**config.mk**
```make
export PLATFORM = sky130hd
export DESIGN_NAME = shift_rows_top
export DESIGN_NICKNAME = d
export VERILOG_FILES = /design/src/common/aes_pkg.sv /design/src/shift_rows/row_buffer.sv /design/src/shift_rows/row_shifter.sv /design/src/hw/state_collector.sv /design/src/hw/shift_rows_top.sv
export SDC_FILE = /design/constraint.sdc
export NUM_CORES = 1
export LEC_CHECK = 0
export ABC_AREA = 1
export BUFFER_PORTS_ARGS = -buffer_cell sky130_fd_sc_hd__buf_4
export CELL_PAD_IN_SITES_DETAIL_PLACEMENT = 1
export CELL_PAD_IN_SITES_GLOBAL_PLACEMENT = 1
export CORE_MARGIN = 2
export CORE_UTILIZATION = 37
export CTS_BUF_LIST = sky130_fd_sc_hd__clkbuf_16
export DETAILED_ROUTE_END_ITERATION = 10
export PLACE_DENSITY_LB_ADDON = 0.25
export SYNTH_ARGS = -nofsm -noshare
export SYNTH_HDL_FRONTEND = slang
export SYNTH_SLANG_ARGS = --single-unit
```
**constraint.sdc**
```tcl
create_clock -name clk -period 4.5 [get_ports clk]
set_clock_uncertainty 0.2 [all_clocks]
set_input_delay 0 -clock clk [delete_from_list [all_inputs] [get_ports clk]]
set_output_delay 0 -clock clk [all_outputs]
set_load 0.005 [all_outputs]
```
**src/common/aes_pkg.sv**
```systemverilog
/*
 * AES ShiftRows shared definitions
 * Byte, row and state vector types for the streaming ShiftRows path,
 * the row index type and the fill and drain states of the row buffer.
 * A row carries byte 0 in its low 8 bits. The state holds row r at
 * bit offset 32*r.
 */

package aes_pkg;

  // rows per state, also bytes per row
  localparam int NUM_ROWS = 4;

  // one state byte
  typedef logic [7:0] byte_t;

  // four bytes of one state row
  typedef logic [NUM_ROWS*8-1:0] row_t;

  // full 16-byte AES state
  typedef logic [NUM_ROWS*NUM_ROWS*8-1:0] state_t;

  // row index, 0 to 3
  typedef logic [1:0] row_idx_t;

  // row buffer fill and drain states
  typedef enum logic [1:0] {
    FILLING  = 2'd0,
    FULL     = 2'd1,
    DRAINING = 2'd2
  } buf_state_t;

endpackage

```
**src/shift_rows/row_buffer.sv**
```systemverilog
/*
 * Row buffer
 * Collects the four rows of one AES state while wr_en is high and
 * raises full once all four are held. While full is high and wr_en
 * is low it releases one row per cycle, in order, on a registered
 * row_data output with a one-cycle row_valid strobe. Raising wr_en
 * during the drain pauses it.
 */

module row_buffer (
  input  logic          clk,
  input  logic          resetn,
  input  logic          wr_en,
  input  aes_pkg::row_t in_row,
  output logic          full,
  output aes_pkg::row_t row_data,
  output logic          row_valid
);

  aes_pkg::buf_state_t state;
  aes_pkg::row_t       mem [aes_pkg::NUM_ROWS];
  aes_pkg::row_idx_t   wr_ptr;
  aes_pkg::row_idx_t   rd_ptr;
  logic                do_write;
  logic                do_read;

  // writes only land while filling, extra writes when full are dropped
  assign do_write = wr_en && (state == aes_pkg::FILLING);

  // drain condition, wr_en high holds the drain in place
  assign do_read = !wr_en && (state != aes_pkg::FILLING);

  assign full = (state != aes_pkg::FILLING);

  // row store and output register
  always_ff @(posedge clk)
  begin
    if (do_write)
    begin
      mem[wr_ptr] <= in_row;
    end
    if (do_read)
    begin
      row_data <= mem[rd_ptr];
    end
  end

  // pointers and fill/drain FSM
  always_ff @(posedge clk)
  begin
    if (!resetn)
    begin
      state     <= aes_pkg::FILLING;
      wr_ptr    <= '0;
      rd_ptr    <= '0;
      row_valid <= 1'b0;
    end
    else
    begin
      row_valid <= do_read;
      case (state)
        aes_pkg::FILLING:
        begin
          if (do_write)
          begin
            if (wr_ptr == aes_pkg::row_idx_t'(aes_pkg::NUM_ROWS - 1))
            begin
              wr_ptr <= '0;
              state  <= aes_pkg::FULL;
            end
            else
            begin
              wr_ptr <= wr_ptr + 2'd1;
            end
          end
        end
        aes_pkg::FULL:
        begin
          // first release, row 0
          if (do_read)
          begin
            rd_ptr <= rd_ptr + 2'd1;
            state  <= aes_pkg::DRAINING;
          end
        end
        aes_pkg::DRAINING:
        begin
          if (do_read)
          begin
            if (rd_ptr == aes_pkg::row_idx_t'(aes_pkg::NUM_ROWS - 1))
            begin
              // last row out, buffer free again
              rd_ptr <= '0;
              state  <= aes_pkg::FILLING;
            end
            else
            begin
              rd_ptr <= rd_ptr + 2'd1;
            end
          end
        end
        default:
        begin
          state <= aes_pkg::FILLING;
        end
      endcase
    end
  end

endmodule

```
**src/shift_rows/row_shifter.sv**
```systemverilog
/*
 * Row shifter
 * ShiftRows on one row per strobe. Row r of the state is rotated
 * left by r byte positions, so shifted byte j is input byte
 * (j + r) mod 4. The row index is kept locally and steps once per
 * row_valid. done goes low for one cycle with the new row on outp.
 */

module row_shifter (
  input  logic          clk,
  input  logic          resetn,
  input  aes_pkg::row_t row_in,
  input  logic          row_valid,
  output aes_pkg::row_t outp,
  output logic          done
);

  aes_pkg::row_idx_t row_cnt;

  // byte rotate left by amt positions
  function automatic aes_pkg::row_t rotate_row(input aes_pkg::row_t    r_in,
                                               input aes_pkg::row_idx_t amt);
    aes_pkg::row_t  r_out;
    aes_pkg::byte_t b;
    int unsigned    src;
    r_out = '0;
    for (int j = 0; j < aes_pkg::NUM_ROWS; j++)
    begin
      src = (j + int'(amt)) % aes_pkg::NUM_ROWS;
      b   = r_in[src*$bits(aes_pkg::byte_t) +: $bits(aes_pkg::byte_t)];
      r_out[j*$bits(aes_pkg::byte_t) +: $bits(aes_pkg::byte_t)] = b;
    end
    return r_out;
  endfunction

  // shifted row register, holds between strobes
  always_ff @(posedge clk)
  begin
    if (row_valid)
    begin
      outp <= rotate_row(row_in, row_cnt);
    end
  end

  always_ff @(posedge clk)
  begin
    if (!resetn)
    begin
      row_cnt <= '0;
      done    <= 1'b1;
    end
    else
    begin
      // active low, one cycle per shifted row
      done <= !row_valid;
      if (row_valid)
      begin
        if (row_cnt == aes_pkg::row_idx_t'(aes_pkg::NUM_ROWS - 1))
        begin
          row_cnt <= '0;
        end
        else
        begin
          row_cnt <= row_cnt + 2'd1;
        end
      end
    end
  end

endmodule

```
**src/hw/state_collector.sv**
```systemverilog
/*
 * State collector
 * Rebuilds the 16-byte state from the shifted rows. Each done-low
 * cycle writes outp into the next row slot. One cycle after the
 * fourth row lands, the assembled state is copied to state_out and
 * state_valid pulses for one cycle, leaving the assembly register
 * free for the next state straight away.
 */

module state_collector (
  input  logic            clk,
  input  logic            resetn,
  input  aes_pkg::row_t   outp,
  input  logic            done,
  output aes_pkg::state_t state_out,
  output logic            state_valid
);

  aes_pkg::state_t   asm_q;
  aes_pkg::row_idx_t slot;
  logic              complete;
  logic              last_slot;

  assign last_slot = (slot == aes_pkg::row_idx_t'(aes_pkg::NUM_ROWS - 1));

  // assembly register, row r at bit offset 32*r
  always_ff @(posedge clk)
  begin
    if (!done)
    begin
      asm_q[slot*$bits(aes_pkg::row_t) +: $bits(aes_pkg::row_t)] <= outp;
    end
  end

  always_ff @(posedge clk)
  begin
    if (!resetn)
    begin
      slot        <= '0;
      complete    <= 1'b0;
      state_valid <= 1'b0;
      state_out   <= '0;
    end
    else
    begin
      // set on the edge that stores the fourth row
      complete    <= !done && last_slot;
      state_valid <= complete;

      if (complete)
      begin
        state_out <= asm_q;
      end

      if (!done)
      begin
        if (last_slot)
        begin
          slot <= '0;
        end
        else
        begin
          slot <= slot + 2'd1;
        end
      end
    end
  end

endmodule

```
**src/hw/shift_rows_top.sv**
```systemverilog
/*
 * ShiftRows subsystem top
 * Streams an AES state in row by row, applies ShiftRows and returns
 * the full shifted state with a state_valid pulse. The path runs
 * through the row buffer, the row shifter and the state collector,
 * each holding a different row in flight.
 */

module shift_rows_top (
  input  logic            clk,
  input  logic            resetn,
  input  logic            wr_en,
  input  aes_pkg::row_t   in_row,
  output logic            full,
  output aes_pkg::state_t state_out,
  output logic            state_valid
);

  // buffer to shifter
  aes_pkg::row_t row_data;
  logic          row_valid;

  // shifter to collector
  aes_pkg::row_t shift_row;
  logic          shift_done;

  row_buffer u_row_buffer (
    .clk       (clk),
    .resetn    (resetn),
    .wr_en     (wr_en),
    .in_row    (in_row),
    .full      (full),
    .row_data  (row_data),
    .row_valid (row_valid)
  );

  row_shifter u_row_shifter (
    .clk       (clk),
    .resetn    (resetn),
    .row_in    (row_data),
    .row_valid (row_valid),
    .outp      (shift_row),
    .done      (shift_done)
  );

  state_collector u_state_collector (
    .clk         (clk),
    .resetn      (resetn),
    .outp        (shift_row),
    .done        (shift_done),
    .state_out   (state_out),
    .state_valid (state_valid)
  );

endmodule

```
==> impl_results.md <==
* # clock sinks at 462
* Worst-Skew Late Latency at approximately 590 ps
* Nets at between 1,500 and 2,000
* Total routed wirelength at ~46 mm
* Final min period at 2780 ps
* Sequential power share at 49.3%
* CTS root buffer: clkbuf_16
* Post-CTS Hold Fix Bufs at 66
* Final cell count without fillers at 2,316
* Sw Share at 25.6%
* Area Growth Syn to Fin at 22.0%
* Crit path launch type: flop
* Switch Pwr at 2.58 mW
* Syn_nets at between 1,500 and 2,000
* Worst Hold Launch: wr_en
* DR iter-0 viols at 870
* Pint at about 7.5 mW
* Post-Syn Area per Cell at 11.9 um2
* Status: complete, no violations
* Vias in the first global route at 11,700
* CP peak stage delay at 870 ps
* DRC violations left at 0
* Worst slew pin tran at 1300 ps
* Worst min path class: in -> reg
* N_diodes at 0
* Vias per std cell at a little under 5
* Crit path from: u_state_collector.slot[0]$_SDFFE_PN0N_
* H-tree levels at 2
* Clk network pwr share at 39.8%
* Syn. warnings at 0
* Worst-path clk slew at 60 ps
* Crit path cell chain: inv_2, ha_1, inv_2, nand3_1, nor2_1
* Largest net degree at the start of global routing at 130
* Total gr overflow at 0
* Top-level port count at 165
* Die height at 221 um
* Setup repair bufs after CTS at 0
* Post-Place Cells at 2,158
* Worst path slowest cell: nand3_1
* CP endpoint kind: flop
* Cell taking the most area after synthesis: edfxtp_1
* Fin. max-slew vios at 0
* Lkg Pwr at between 7 and 8 nW
* Cell Rows at just under 80
* Final setup TNS at 0 ps
* CP top delay family: simple AND/OR/NAND/NOR gates
* WL/cell at 19.7 um
* CTS Buffer Depth at 3
* Setup violations, final at 0
* Global-route usage over all layers at 18.3%
* Core Util, Final at 45.6%
* CORE AREA at ~47,000 um2
* RR Startpoint: u_state_collector.slot[0]$_SDFFE_PN0N_
* Synth top area share at 55.2%
* Initial Util at roughly 37%
* Ys async rst share at 0%
* Post-DP HPWL at roughly 28 mm
* TritonCTS clock tree: built
* Register bit count reported by yosys at about 460
* Main synth FF type: edfxtp_1
* Resized Gates After CTS at 0
* Gate power share at 10.9%
* Die area at 48,800 um2
* Worst-path fanout max at 32
* Initial antenna violation count at 0
* IO buf count at 164
* Final Wtd Congestion at approximately 0.78
* CP Data Required Time at between 4000 and 5000 ps
* Count leader, synth: nor2_1
* Pre-antenna DRT Iters at 4
* Slew Limit Headroom at 13.1%
* Top post-synthesis cells by area: edfxtp_1 (55%), dfxtp_1 (16%), nor2_1 (8.9%), o21ai_0 (5.7%), mux2i_1 (2.3%)
* Layout cells sized above 1 at 17.6%
* Worst hold path cell count at 5
* WS Path Type: reg -> reg
* Period utilization at approximately three fifths
* Via count at 11,400
* Register area share after synthesis at 71.5%
* Synth unique cells at 28
* R2R cell count at 5
* Hold Fails Final Rpt at 0
* FMAX at 0.360 GHz
* VDD IR max at 0.322 mV
* CP Buf/Inv Count at 2
* Total CTS buffers at 49
* Most used cell, CP: inv_2
* Critical path arrival at 2980 ps
* Mapped Cells at 1,461
* Top cells by count, synth: nor2_1 (413), edfxtp_1 (320), o21ai_0 (197), dfxtp_1 (142), inv_1 (54)
* ANT nets after route at 0
* Max-cap violations at 0
* Post-synth EDFFs at 320
* PD cells at 475 nW/um2
* RSZ-0062 raised after global routing: false
* DIE WIDTH at 221 um
* Mapped Area at 17,400 um2
* Levels on crit path at 5
* Global-route wire length before repair at 69.7 mm
## logic make-up (layout without fill, tap and decap cells)
family,Yosys count,count (layout),synth area share [%]
adder cells (fa/ha/maj),15,15,1.08
flip-flops,462,462,71.5
buffers and inverters,149,397,4.61
AND/OR/NAND/NOR,542,542,13.0
multiplexers,40,40,2.30
AO/OA/AOI/OAI,253,253,7.51
## cell usage in the layout (no fill, tap or decap), drive strengths merged, types with 20 or more instances in the layout
master,netlist,final
buf,53,180
dfxtp,142,142
clkinv,0,20
mux2i,40,40
edfxtp,320,320
o22ai,32,32
nand2,55,55
o21ai,205,205
inv,59,74
clkbuf,37,51
dlygate4sd3,0,66
nor3,63,63
nor2,414,414
## area by class of cell
| cell class | count | area (um2) |
|---|---|---|
| clock inverter | 41 | 329 |
| clock buffer | 51 | 1280 |
| multi-input combinational | 850 | 4190 |
| timing repair buffer | 246 | 2010 |
| sequential | 462 | 12500 |
| tap | 607 | 759 |
| inverter | 59 | 223 |
| fill | 4897 | 25300 |
## through the flow
step           worst slack [ps]  cell area (um2)  hold slack [ps]  power [mW]
6_report                   1720            21200             87.0        10.1
5_1_grt                    1500            21200              122        10.5
4_1_cts                    1700            21200             68.6        10.2
3_5_place_dp               1780            19000             2.79        6.13
3_3_place_gp               1920            19000            -2.32        6.07
2_1_floorplan              1680            17400             -101        5.78
## path summary, 6_finish.rpt
path | slack (ps) | endpoint
min | 90 | u_row_buffer.row_valid$_SDFF_PN0_
max reg2reg | 1720 | u_state_collector.asm_q[123]$_DFFE_PP_
max | 1720 | u_state_collector.asm_q[123]$_DFFE_PP_
min reg2reg | 270 | u_state_collector.state_out[90]$_SDFFE_PN0P_
## state kept, by name, indices dropped and copies added (netlist names)
name,cells
u_row_shifter.row_cnt,2
u_state_collector.state_valid,1
u_row_buffer.state,2
u_state_collector.slot,2
u_row_buffer.wr_ptr,2
u_state_collector.asm_q,128
u_state_collector.complete,1
u_row_shifter.outp,32
u_row_buffer.row_valid,1
u_row_shifter.done,1
u_row_buffer.rd_ptr,2
u_row_buffer.mem,128
u_row_buffer.row_data,32
u_state_collector.state_out,128
## tightest hold or removal path, cell delays in order
cell	delay, ps
dlygate4sd3_1	530
buf_4	130
inv_1	50
nand2_1	90
nor2_1	40
## power groups by stage
stage	logic, mW	registers, mW	clock network, mW
final	1.10	4.97	4.02
after global routing	1.24	4.99	4.29
after CTS	1.11	4.97	4.13
after detailed placement	1.06	5.06	0
after global placement	1.02	5.05	0
after floorplan	0.755	5.03	0
## routing by layer
layer / GRT usage [%] / routed length, um / up-vias
met3: 2.97 / 1710 / 66
li1: - / - / 5456
met2: 31.1 / 22500 / 226
met1: 24.0 / 20300 / 5614
met5: 0 / 0 / -
met4: 5.89 / 1130 / 0
Note: power is estimated with default switching activity, not from simulation.
